**config.mk**
```make
export PLATFORM = sky130hd
export DESIGN_NAME = rdp_top
export DESIGN_NICKNAME = d
export VERILOG_FILES = /design/src/hdl/rdp_phy_pkg.sv /design/src/hdl/rdp_cfg_pkg.sv /design/src/hdl/rdp_seq_regs.sv /design/src/hdl/rdp_latency_shifter.sv /design/src/hdl/rdp_read_fifo.sv /design/src/hdl/rdp_oct_ctrl.sv /design/src/hdl/rdp_top.sv
export SDC_FILE = /design/constraint.sdc
export NUM_CORES = 1
export LEC_CHECK = 0
export BUFFER_PORTS_ARGS = -buffer_cell sky130_fd_sc_hd__buf_2
export CAP_MARGIN = 20
export CORE_MARGIN = 1
export CORE_UTILIZATION = 55
export CTS_CLUSTER_SIZE = 10
export DETAILED_ROUTE_END_ITERATION = 16
export PLACE_DENSITY = 0.83
export SLEW_MARGIN = 20
export SYNTH_ARGS = -nofsm -noshare
export SYNTH_HDL_FRONTEND = slang
export SYNTH_SLANG_ARGS = --single-unit
```
**constraint.sdc**
```tcl
create_clock -name pll_afi_clk -period 6.58 [get_ports pll_afi_clk]
set_input_delay 0.987 -clock pll_afi_clk [delete_from_list [all_inputs] [get_ports pll_afi_clk]]
set_output_delay 0.987 -clock pll_afi_clk [all_outputs]
set_load 0.005 [all_outputs]
```
**src/hdl/rdp_phy_pkg.sv**
```systemverilog
// ************************************************
// Read datapath PHY package
// Memory and AFI widths, data types and the AFI
// read request struct of the half rate DDR3 PHY
// ************************************************

`default_nettype none

package rdp_phy_pkg;

	// Memory side geometry
	localparam int NUM_DQS_GROUPS   = 2;
	localparam int DQ_GROUP_WIDTH   = 8;
	localparam int MEM_DQ_WIDTH     = NUM_DQS_GROUPS * DQ_GROUP_WIDTH;

	// Half rate interface, two AFI phases of two DDR beats each
	localparam int AFI_RATE_RATIO   = 2;
	localparam int NUM_TIMESLOTS    = 2 * AFI_RATE_RATIO;
	localparam int AFI_DATA_WIDTH   = MEM_DQ_WIDTH * NUM_TIMESLOTS;
	localparam int GROUP_DATA_WIDTH = DQ_GROUP_WIDTH * NUM_TIMESLOTS;

	// Read FIFO geometry, one FIFO per DQS group
	localparam int READ_FIFO_DEPTH     = 8;
	localparam int READ_FIFO_PTR_WIDTH = $clog2(READ_FIFO_DEPTH);
	// Count needs one more bit to tell full from empty
	localparam int READ_FIFO_CNT_WIDTH = READ_FIFO_PTR_WIDTH + 1;

	// One beat of one DQS group
	typedef logic [DQ_GROUP_WIDTH-1:0]      dq_group_t;
	// One DQS group's four beats of an AFI cycle, slot 0 in the low bits
	typedef logic [GROUP_DATA_WIDTH-1:0]    group_data_t;
	typedef logic [AFI_DATA_WIDTH-1:0]      afi_data_t;
	typedef logic [AFI_RATE_RATIO-1:0]      afi_phase_t;
	typedef logic [NUM_DQS_GROUPS-1:0]      group_mask_t;
	typedef logic [READ_FIFO_PTR_WIDTH-1:0] fifo_ptr_t;
	typedef logic [READ_FIFO_CNT_WIDTH-1:0] fifo_cnt_t;

	// ************************************************
	// Read request from the controller
	// ************************************************
	// The controller raises both vectors together for every read
	// Only phase 0 of each one is used by the datapath
	typedef struct packed {
		afi_phase_t rdata_en;
		afi_phase_t rdata_en_full;
	} afi_rd_req_t;

endpackage

`default_nettype wire

```
**src/hdl/rdp_cfg_pkg.sv**
```systemverilog
// ************************************************
// Read datapath configuration package
// Register map, latency type, OCT delays and the
// APB request and response structs
// ************************************************

`default_nettype none

package rdp_cfg_pkg;

	// Depth of the read latency shift registers
	localparam int MAX_READ_LATENCY = 16;
	typedef logic [$clog2(MAX_READ_LATENCY)-1:0] latency_t;

	// OCT window, in AFI cycles, derived from the memory read latency
	localparam int MEM_T_RL      = 11;
	localparam int OCT_ON_DELAY  = (MEM_T_RL - 4) / 2;
	localparam int OCT_OFF_DELAY = (MEM_T_RL + 6) / 2;

	typedef logic [3:0]  apb_addr_t;
	typedef logic [31:0] apb_data_t;

	// Register map of the sequencer control block
	localparam apb_addr_t ADDR_LAT      = 4'h0;
	localparam apb_addr_t ADDR_FIFO_RST = 4'h4;
	localparam apb_addr_t ADDR_STATUS   = 4'h8;
	localparam latency_t  LAT_RESET     = 4'd4;

	typedef struct packed {
		logic      psel;
		logic      penable;
		logic      pwrite;
		apb_addr_t paddr;
		apb_data_t pwdata;
	} apb_req_t;

	typedef struct packed {
		apb_data_t prdata;
		logic      pready;
		logic      pslverr;
	} apb_rsp_t;

	typedef enum logic [0:0] {IDLE, ACCESS} rdp_state_e;

endpackage

`default_nettype wire

```
**src/hdl/rdp_seq_regs.sv**
```systemverilog
// ************************************************
// Sequencer register block
// APB slave with the read latency, the per-group
// FIFO reset and the sticky overflow status
// ************************************************

`timescale 1ns/1ps
`default_nettype none

module rdp_seq_regs (
	input  wire                       pll_afi_clk,
	input  wire                       reset_n_afi_clk,
	input  wire rdp_cfg_pkg::apb_req_t   apb_req_i,
	output rdp_cfg_pkg::apb_rsp_t        apb_rsp_o,
	input  wire rdp_phy_pkg::group_mask_t overflow_i,
	output rdp_cfg_pkg::latency_t        latency_o,
	output rdp_phy_pkg::group_mask_t     fifo_rst_o
);

	import rdp_phy_pkg::*;
	import rdp_cfg_pkg::*;

	rdp_state_e state;
	rdp_state_e state_nxt;
	logic       access;
	logic       mapped;
	apb_data_t  rd_data;

	// Setup phase moves to ACCESS, the access phase always completes in one cycle
	always_comb
	begin
		state_nxt = IDLE;
		if (state == IDLE && apb_req_i.psel && !apb_req_i.penable)
			state_nxt = ACCESS;
	end

	assign access = (state == ACCESS) && apb_req_i.psel && apb_req_i.penable;
	assign mapped = (apb_req_i.paddr == ADDR_LAT) || (apb_req_i.paddr == ADDR_FIFO_RST) ||
		(apb_req_i.paddr == ADDR_STATUS);

	// Read mux, the status bits come straight from the FIFOs
	always_comb
	begin
		case (apb_req_i.paddr)
			ADDR_LAT:      rd_data = apb_data_t'(latency_o);
			ADDR_FIFO_RST: rd_data = apb_data_t'(fifo_rst_o);
			ADDR_STATUS:   rd_data = apb_data_t'(overflow_i);
			default:       rd_data = '0;
		endcase
	end

	// No wait states, so pready follows the access phase
	assign apb_rsp_o.pready  = (state == ACCESS);
	assign apb_rsp_o.prdata  = access ? rd_data : '0;
	// STATUS is read only, writing it is an error just like a hole in the map
	assign apb_rsp_o.pslverr = access && (!mapped ||
		(apb_req_i.pwrite && apb_req_i.paddr == ADDR_STATUS));

	always_ff @(posedge pll_afi_clk or negedge reset_n_afi_clk)
	begin
		if (!reset_n_afi_clk)
		begin
			state      <= IDLE;
			latency_o  <= LAT_RESET;
			fifo_rst_o <= '0;
		end
		else
		begin
			state <= state_nxt;
			// Writes land at the end of the access phase
			if (access && apb_req_i.pwrite)
			begin
				if (apb_req_i.paddr == ADDR_LAT)
					// Zero latency is not supported and is bumped to one
					latency_o <= (apb_req_i.pwdata[3:0] == '0) ? latency_t'(1) :
						apb_req_i.pwdata[3:0];
				if (apb_req_i.paddr == ADDR_FIFO_RST)
					fifo_rst_o <= apb_req_i.pwdata[NUM_DQS_GROUPS-1:0];
			end
		end
	end

endmodule

`default_nettype wire

```
**src/hdl/rdp_latency_shifter.sv**
```systemverilog
// ************************************************
// Read latency shifter
// Delays the read enables by the programmed latency
// and produces the FIFO pop and AFI read valid
// ************************************************

`timescale 1ns/1ps
`default_nettype none

module rdp_latency_shifter (
	input  wire                           pll_afi_clk,
	input  wire                           reset_n_afi_clk,
	input  wire rdp_phy_pkg::afi_rd_req_t afi_rd_req_i,
	input  wire rdp_cfg_pkg::latency_t    latency_i,
	output logic                          read_enable_o,
	output rdp_phy_pkg::afi_phase_t       afi_rdata_valid_o
);

	import rdp_phy_pkg::*;
	import rdp_cfg_pkg::*;

	// Bit 0 holds the enable sampled at the last edge, bit k the one k edges earlier
	logic [MAX_READ_LATENCY-1:0] valid_sr;
	logic [MAX_READ_LATENCY-1:0] full_sr;
	logic                        valid_r;

	always_ff @(posedge pll_afi_clk or negedge reset_n_afi_clk)
	begin
		if (!reset_n_afi_clk)
		begin
			valid_sr <= '0;
			full_sr  <= '0;
			valid_r  <= 1'b0;
		end
		else
		begin
			valid_sr <= {valid_sr[MAX_READ_LATENCY-2:0], afi_rd_req_i.rdata_en[0]};
			full_sr  <= {full_sr[MAX_READ_LATENCY-2:0], afi_rd_req_i.rdata_en_full[0]};
			// One extra stage lines valid up with the registered FIFO output
			valid_r  <= valid_sr[latency_i];
		end
	end

	// Pop is high in the cycle after edge L, data appears at edge L+1
	assign read_enable_o = full_sr[latency_i];

	// Both AFI phases carry the same valid
	assign afi_rdata_valid_o = {AFI_RATE_RATIO{valid_r}};

endmodule

`default_nettype wire

```
**src/hdl/rdp_read_fifo.sv**
```systemverilog
// ************************************************
// Read FIFO for one DQS group
// Stores captured read words until the delayed read
// enable pops them, and flags overflow
// ************************************************

`timescale 1ns/1ps
`default_nettype none

module rdp_read_fifo (
	input  wire                           pll_afi_clk,
	input  wire                           reset_n_afi_clk,
	input  wire                           fifo_rst_i,
	input  wire                           wr_en_i,
	input  wire rdp_phy_pkg::group_data_t wr_data_i,
	input  wire                           rd_en_i,
	output rdp_phy_pkg::group_data_t      rd_data_o,
	output logic                          overflow_o
);

	import rdp_phy_pkg::*;

	group_data_t mem [READ_FIFO_DEPTH];
	fifo_ptr_t   wr_ptr;
	fifo_ptr_t   rd_ptr;
	fifo_cnt_t   count;
	logic        full;
	logic        empty;
	logic        push;
	logic        pop;

	assign full  = (count == fifo_cnt_t'(READ_FIFO_DEPTH));
	assign empty = (count == '0);
	// A word arriving on a full FIFO is dropped
	assign push  = wr_en_i && !full && !fifo_rst_i;
	// Popping an empty FIFO is ignored and leaves the output as it was
	assign pop   = rd_en_i && !empty && !fifo_rst_i;

	// ************************************************
	// Pointers, occupancy and overflow
	// ************************************************
	always_ff @(posedge pll_afi_clk or negedge reset_n_afi_clk)
	begin
		if (!reset_n_afi_clk)
		begin
			wr_ptr     <= '0;
			rd_ptr     <= '0;
			count      <= '0;
			overflow_o <= 1'b0;
		end
		else if (fifo_rst_i)
		begin
			// Sequencer reset holds the FIFO empty and clears the flag
			wr_ptr     <= '0;
			rd_ptr     <= '0;
			count      <= '0;
			overflow_o <= 1'b0;
		end
		else
		begin
			// Depth is a power of two, so the pointers wrap on their own
			if (push)
				wr_ptr <= wr_ptr + 1'b1;
			if (pop)
				rd_ptr <= rd_ptr + 1'b1;
			if (push && !pop)
				count <= count + 1'b1;
			else if (pop && !push)
				count <= count - 1'b1;
			// Sticky until the sequencer resets this group
			if (wr_en_i && full)
				overflow_o <= 1'b1;
		end
	end

	// Storage and registered read port
	always_ff @(posedge pll_afi_clk)
	begin
		if (push)
			mem[wr_ptr] <= wr_data_i;
		if (pop)
			rd_data_o <= mem[rd_ptr];
	end

endmodule

`default_nettype wire

```
**src/hdl/rdp_oct_ctrl.sv**
```systemverilog
// ************************************************
// OCT control
// Keeps on-die termination forced off except in a
// window around each read burst
// ************************************************

`timescale 1ns/1ps
`default_nettype none

module rdp_oct_ctrl (
	input  wire                     pll_afi_clk,
	input  wire                     reset_n_afi_clk,
	input  wire                     rdata_en_full_i,
	output rdp_phy_pkg::afi_phase_t force_oct_off_o
);

	import rdp_phy_pkg::*;
	import rdp_cfg_pkg::*;

	// History of the full read enable, bit j-1 holds the value j edges back
	logic [OCT_OFF_DELAY-1:0] en_r;
	// Same history with the live enable at index 0
	logic [OCT_OFF_DELAY:0]   en_hist;
	logic                     oct_off_r;

	assign en_hist = {en_r, rdata_en_full_i};

	always_ff @(posedge pll_afi_clk or negedge reset_n_afi_clk)
	begin
		if (!reset_n_afi_clk)
		begin
			en_r      <= '0;
			oct_off_r <= 1'b0;
		end
		else
		begin
			en_r      <= en_hist[OCT_OFF_DELAY-1:0];
			// Termination is enabled while any read sits inside the window
			oct_off_r <= ~(|en_hist[OCT_OFF_DELAY:OCT_ON_DELAY]);
		end
	end

	// Both DQS lanes follow the same window
	assign force_oct_off_o = {AFI_RATE_RATIO{oct_off_r}};

endmodule

`default_nettype wire

```
**src/hdl/rdp_top.sv**
```systemverilog
// ************************************************
// Read datapath top level
// Per-group read FIFOs, latency shifter, OCT control
// and the register block, with data reordering
// ************************************************

`timescale 1ns/1ps
`default_nettype none

module rdp_top (
	input  wire                            pll_afi_clk,
	input  wire                            reset_n_afi_clk,
	input  wire rdp_cfg_pkg::apb_req_t     apb_req_i,
	output wire rdp_cfg_pkg::apb_rsp_t     apb_rsp_o,
	input  wire rdp_phy_pkg::afi_rd_req_t  afi_rd_req_i,
	input  wire rdp_phy_pkg::afi_data_t    cap_data_i,
	input  wire rdp_phy_pkg::group_mask_t  cap_valid_i,
	output wire rdp_phy_pkg::afi_data_t    afi_rdata_o,
	output wire rdp_phy_pkg::afi_phase_t   afi_rdata_valid_o,
	output wire rdp_phy_pkg::afi_data_t    seq_rdata_o,
	output wire rdp_phy_pkg::afi_phase_t   force_oct_off_o
);

	import rdp_phy_pkg::*;
	import rdp_cfg_pkg::*;

	latency_t    latency;
	group_mask_t fifo_rst;
	group_mask_t overflow;
	logic        read_enable;
	// Popped word of each group, time slot 0 in the low byte
	group_data_t fifo_q [NUM_DQS_GROUPS];

	// ************************************************
	// Control blocks
	// ************************************************
	rdp_seq_regs u_seq_regs (
		.pll_afi_clk     (pll_afi_clk),
		.reset_n_afi_clk (reset_n_afi_clk),
		.apb_req_i       (apb_req_i),
		.apb_rsp_o       (apb_rsp_o),
		.overflow_i      (overflow),
		.latency_o       (latency),
		.fifo_rst_o      (fifo_rst)
	);

	// One read enable pops every group together
	rdp_latency_shifter u_latency_shifter (
		.pll_afi_clk       (pll_afi_clk),
		.reset_n_afi_clk   (reset_n_afi_clk),
		.afi_rd_req_i      (afi_rd_req_i),
		.latency_i         (latency),
		.read_enable_o     (read_enable),
		.afi_rdata_valid_o (afi_rdata_valid_o)
	);

	rdp_oct_ctrl u_oct_ctrl (
		.pll_afi_clk     (pll_afi_clk),
		.reset_n_afi_clk (reset_n_afi_clk),
		.rdata_en_full_i (afi_rd_req_i.rdata_en_full[0]),
		.force_oct_off_o (force_oct_off_o)
	);

	// ************************************************
	// Read FIFOs and data reordering
	// ************************************************
	for (genvar g = 0; g < NUM_DQS_GROUPS; g++)
	begin : g_group
		// Capture bus is group major, one 32-bit word per group
		rdp_read_fifo u_read_fifo (
			.pll_afi_clk     (pll_afi_clk),
			.reset_n_afi_clk (reset_n_afi_clk),
			.fifo_rst_i      (fifo_rst[g]),
			.wr_en_i         (cap_valid_i[g]),
			.wr_data_i       (cap_data_i[GROUP_DATA_WIDTH*g +: GROUP_DATA_WIDTH]),
			.rd_en_i         (read_enable),
			.rd_data_o       (fifo_q[g]),
			.overflow_o      (overflow[g])
		);

		// Sequencer wants group major order, which is the FIFO order already
		assign seq_rdata_o[GROUP_DATA_WIDTH*g +: GROUP_DATA_WIDTH] = fifo_q[g];

		// AFI wants time slot major order, groups interleaved within each slot
		for (genvar t = 0; t < NUM_TIMESLOTS; t++)
		begin : g_slot
			dq_group_t beat;

			assign beat = fifo_q[g][DQ_GROUP_WIDTH*t +: DQ_GROUP_WIDTH];
			assign afi_rdata_o[MEM_DQ_WIDTH*t + DQ_GROUP_WIDTH*g +: DQ_GROUP_WIDTH] = beat;
		end
	end

endmodule

`default_nettype wire

```
==> key figures <==
Drt
  • Drt wl/cell: 24.6 µm
  • Drc violations: 0
  • Drt total wl: 49,000 µm
  • Initial DRT Pass Iterations: 5
  • Routed vias/inst: 5.85
  • Total number of vias: 11,600
  • Starting DRC count in detailed routing: 978
  • Post-route ant nets: 0

Timing
  • Slew Limit Headroom: 33.7%
  • Peak Freq: 293 MHz
  • Worst-margin pin slew: 994 ps
  • Final hold slack: 364 ps
  • Max Slew Vio Count: 0
  • Setup TNS Final: 0 ps
  • Worst Skew: 29.4 ps
  • Final setup fails: 0
  • Unrepaired setup endpoints after global routing: no
  • Hold Vio Cnt, Final: 0
  • Min Tclk post-route: 3410 ps
  • Final critical-path share of the clock period: 51.9%

Synth
  • Average size of a mapped cell: 21.1 µm²
  • Most used DFF post-synth: edfxtp_1
  • Post-synthesis sequential area ratio: 76.3%
  • Yosys cell types: 46
  • #FFs+latches synth: 639
  • EDFF count, synth: 576
  • Ys async rst share: 9.86%
  • Yosys warns: 0
  • Netlist Area Pre-Place: 24,700 µm²
  • Post-synthesis cell count: 1,171

Clocking
  • Worst-path clk slew: 60 ps
  • CTS Buffer Depth: 3
  • Post-cts sizing count: 0
  • Clock latency on the worst-skew pair: 590 ps
  • Num Clock Sinks: 639
  • CTS tree: done
  • TritonCTS Buffers: 74
  • Post-CTS Setup Inserts: 0
  • Cts hold-fix bufs: 0
  • Htree depth: 3
  • Clock Tree Root: clkbuf_16

Setup path
  • Setup crit end kind: flip-flop
  • Critical path origin: u_seq_regs.latency_o[0]
  • Crit path DAT: 3880 ps
  • R2r setup slk: 3170 ps
  • Crit path required time: 7050 ps
  • Worst Path Max Fanout: 12
  • Crit Path Category: reg -> reg
  • Critical path launch point type: flip-flop
  • Reg-to-reg startpoint: u_seq_regs.latency_o[0]

GRT
  • Total GRT Usage: 21.6%
  • Aggregate global routing overflow: 0
  • Pin count of the biggest net entering global routing: 67
  • Global-route wire length before repair: 73,700 µm
  • Initial antenna violation count: 5
  • Vias in the first global route: 12,300

Placed design
  • Input/output buffers: 218
  • Routability Congestion: 0.756
  • Dpl hpwl: 25,600 µm
  • Placed Cells: 1,887

Die
  • Die footprint: 45,800 µm²
  • Row Count: 77
  • Num ports: 277
  • Core box area: 44,300 µm²
  • Die Height: 214 µm
  • Die X: 214 µm
  • Starting Density: 55.8%

Pwr
  • Leakage: 9.71 nW
  • Pwr Total: 12.4 mW
  • Peak supply drop: 0.327 mV
  • Pwr Density: 443 nW/µm²

Final layout
  • Layout Nets: 1,492
  • Synthesis-to-layout area growth: 13.4%
  • Number of fillers in the final layout: 2,868
  • Layout cells sized above 1: 40.0%
  • Finished Layout Cells: 1,990

Run
  • Max cap viols: 0

Min path
  • Min-delay src: u_latency_shifter.valid_sr[1]
  • Hold WC Path Type: reg -> reg

Status
  • Status: finished clean
cells in the final DEF, fill, tap and decap left out, drive strengths merged, types with 4 or more instances in the layout:
cell | netlist | final
and2 | 6 | 6
xnor2 | 4 | 4
clkbuf | 27 | 95
nand3 | 5 | 5
ha | 8 | 8
nor2 | 40 | 40
xor2 | 4 | 4
a21oi | 13 | 13
nand2b | 9 | 9
dfrtp | 62 | 62
mux2i | 8 | 8
inv | 7 | 10
nand2 | 19 | 19
o21ai | 5 | 5
buf | 118 | 242
nor3 | 13 | 13
edfxtp | 576 | 576
nor2b | 5 | 5
or3 | 4 | 4
mux2 | 77 | 77
conb | 1 | 28
mux4 | 133 | 133
sequential cells by signal, indices dropped and copies added (netlist names):
name,cells
g_group.u_read_fifo.count,8
g_group.u_read_fifo.mem,512
g_group.u_read_fifo.overflow_o,2
g_group.u_read_fifo.rd_data_o,64
g_group.u_read_fifo.rd_ptr,6
g_group.u_read_fifo.wr_ptr,6
u_latency_shifter.full_sr,9
u_latency_shifter.valid_r,1
u_latency_shifter.valid_sr,16
u_oct_ctrl.en_r,7
u_oct_ctrl.oct_off_r,1
u_seq_regs.fifo_rst_o,2
u_seq_regs.latency_o,4
u_seq_regs.state,1
final timing paths:
kind	depth (start not counted)	end
worst max-delay path	11	g_group[1].u_read_fifo.count[3]
worst min-delay path	0	u_latency_shifter.valid_sr[2]
worst max register to register	11	g_group[1].u_read_fifo.count[3]
worst min register to register	0	u_latency_shifter.valid_sr[2]
max in group asynchronous	2	g_group[0].u_read_fifo.rd_ptr[1]
min in group asynchronous	2	u_latency_shifter.valid_sr[2]
logic make-up after synthesis:
logic type                 Yosys count  synth area share, %
DFF                                639                 76.3
AOI/OAI and AO/OA                   33                0.844
muxes                              218                 16.0
other                                1               0.0152
and+or+nand+nor                    110                 2.14
adders and majority gates           10                0.566
buffers and inverters              152                 3.91
xor gates and xnor gates             8                0.283
Yosys cell counts (all sizes together) (2+ instances only):
master  count  area share (%)
ha          8            0.40
a21oi      13            0.26
nand2b      9            0.23
a211oi      2           0.061
clkbuf     27            0.41
a31oi       2           0.051
a21bo       2           0.081
nand3       5            0.10
or3b        2           0.071
o21ai       5            0.10
mux4      133              12
nor2b       5            0.13
buf       118             3.4
xnor2       4            0.14
a21o        3           0.091
o22ai       2           0.051
a221o       2           0.081
and2        6            0.16
mux2       77             3.5
fa          2            0.16
nand3b      2           0.061
mux2i       8            0.32
nor4        2           0.051
edfxtp    576              70
nor3       13            0.26
dfrtp      62             6.3
nor2       40            0.61
or3         4            0.10
inv         7            0.11
xor2        4            0.14
nand2      19            0.29
cell type report:
| class | instances | area [µm²] | share of cell area [%] |
|---|---|---|---|
| Sequential cell | 639 | 18900 | 67.3 |
| Antenna cell | 1 | 2.50 | 0.00892 |
| Clock inverter | 7 | 105 | 0.375 |
| Inverter | 7 | 26.3 | 0.0936 |
| Clock buffer | 95 | 1950 | 6.96 |
| Tap cell | 592 | 741 | 2.64 |
| Timing Repair Buffer | 242 | 1270 | 4.53 |
| Multi-Input combinational cell | 407 | 5070 | 18.1 |
metal layers:
metal | vias to the layer above | part of all wire, % | track usage, %
met5 | - | 0.10 | 0
met4 | 8 | 2.0 | 7.14
met3 | 95 | 7.2 | 4.60
met2 | 523 | 53 | 37.7
met1 | 6057 | 38 | 27.1
li1 | 4959 | - | -
stage by stage:
step | util, % | cell area (µm²) | setup WS [ps]
floorplan | - | 24800 | 2450
global placement | 58.7 | 26000 | 3230
detailed placement | 58.7 | 26000 | 3160
CTS | 63.3 | 28100 | 3160
global route | 63.3 | 28100 | 2960
finish | 63.3 | 28100 | 3170
worst max-delay path, cell delays in order, from the launching register on:
cell,delay (ps)
dfrtp_1,570
nor2b_1,240
a221o_1,340
nor3_1,450
or2_2,300
nand2b_1,170
ha_1,240
a21o_1,180
a21oi_1,160
nor3_1,60
a22oi_1,220
mux2_2,350
power breakdown:
group          total (mW)  switching, mW  internal (mW)
Combinational        2.92           1.36           1.56
Sequential           5.91          0.564           5.35
Clock                3.59           1.48           2.10
Total                12.4           3.40           9.01
Power figures use the tool's default switching activity.
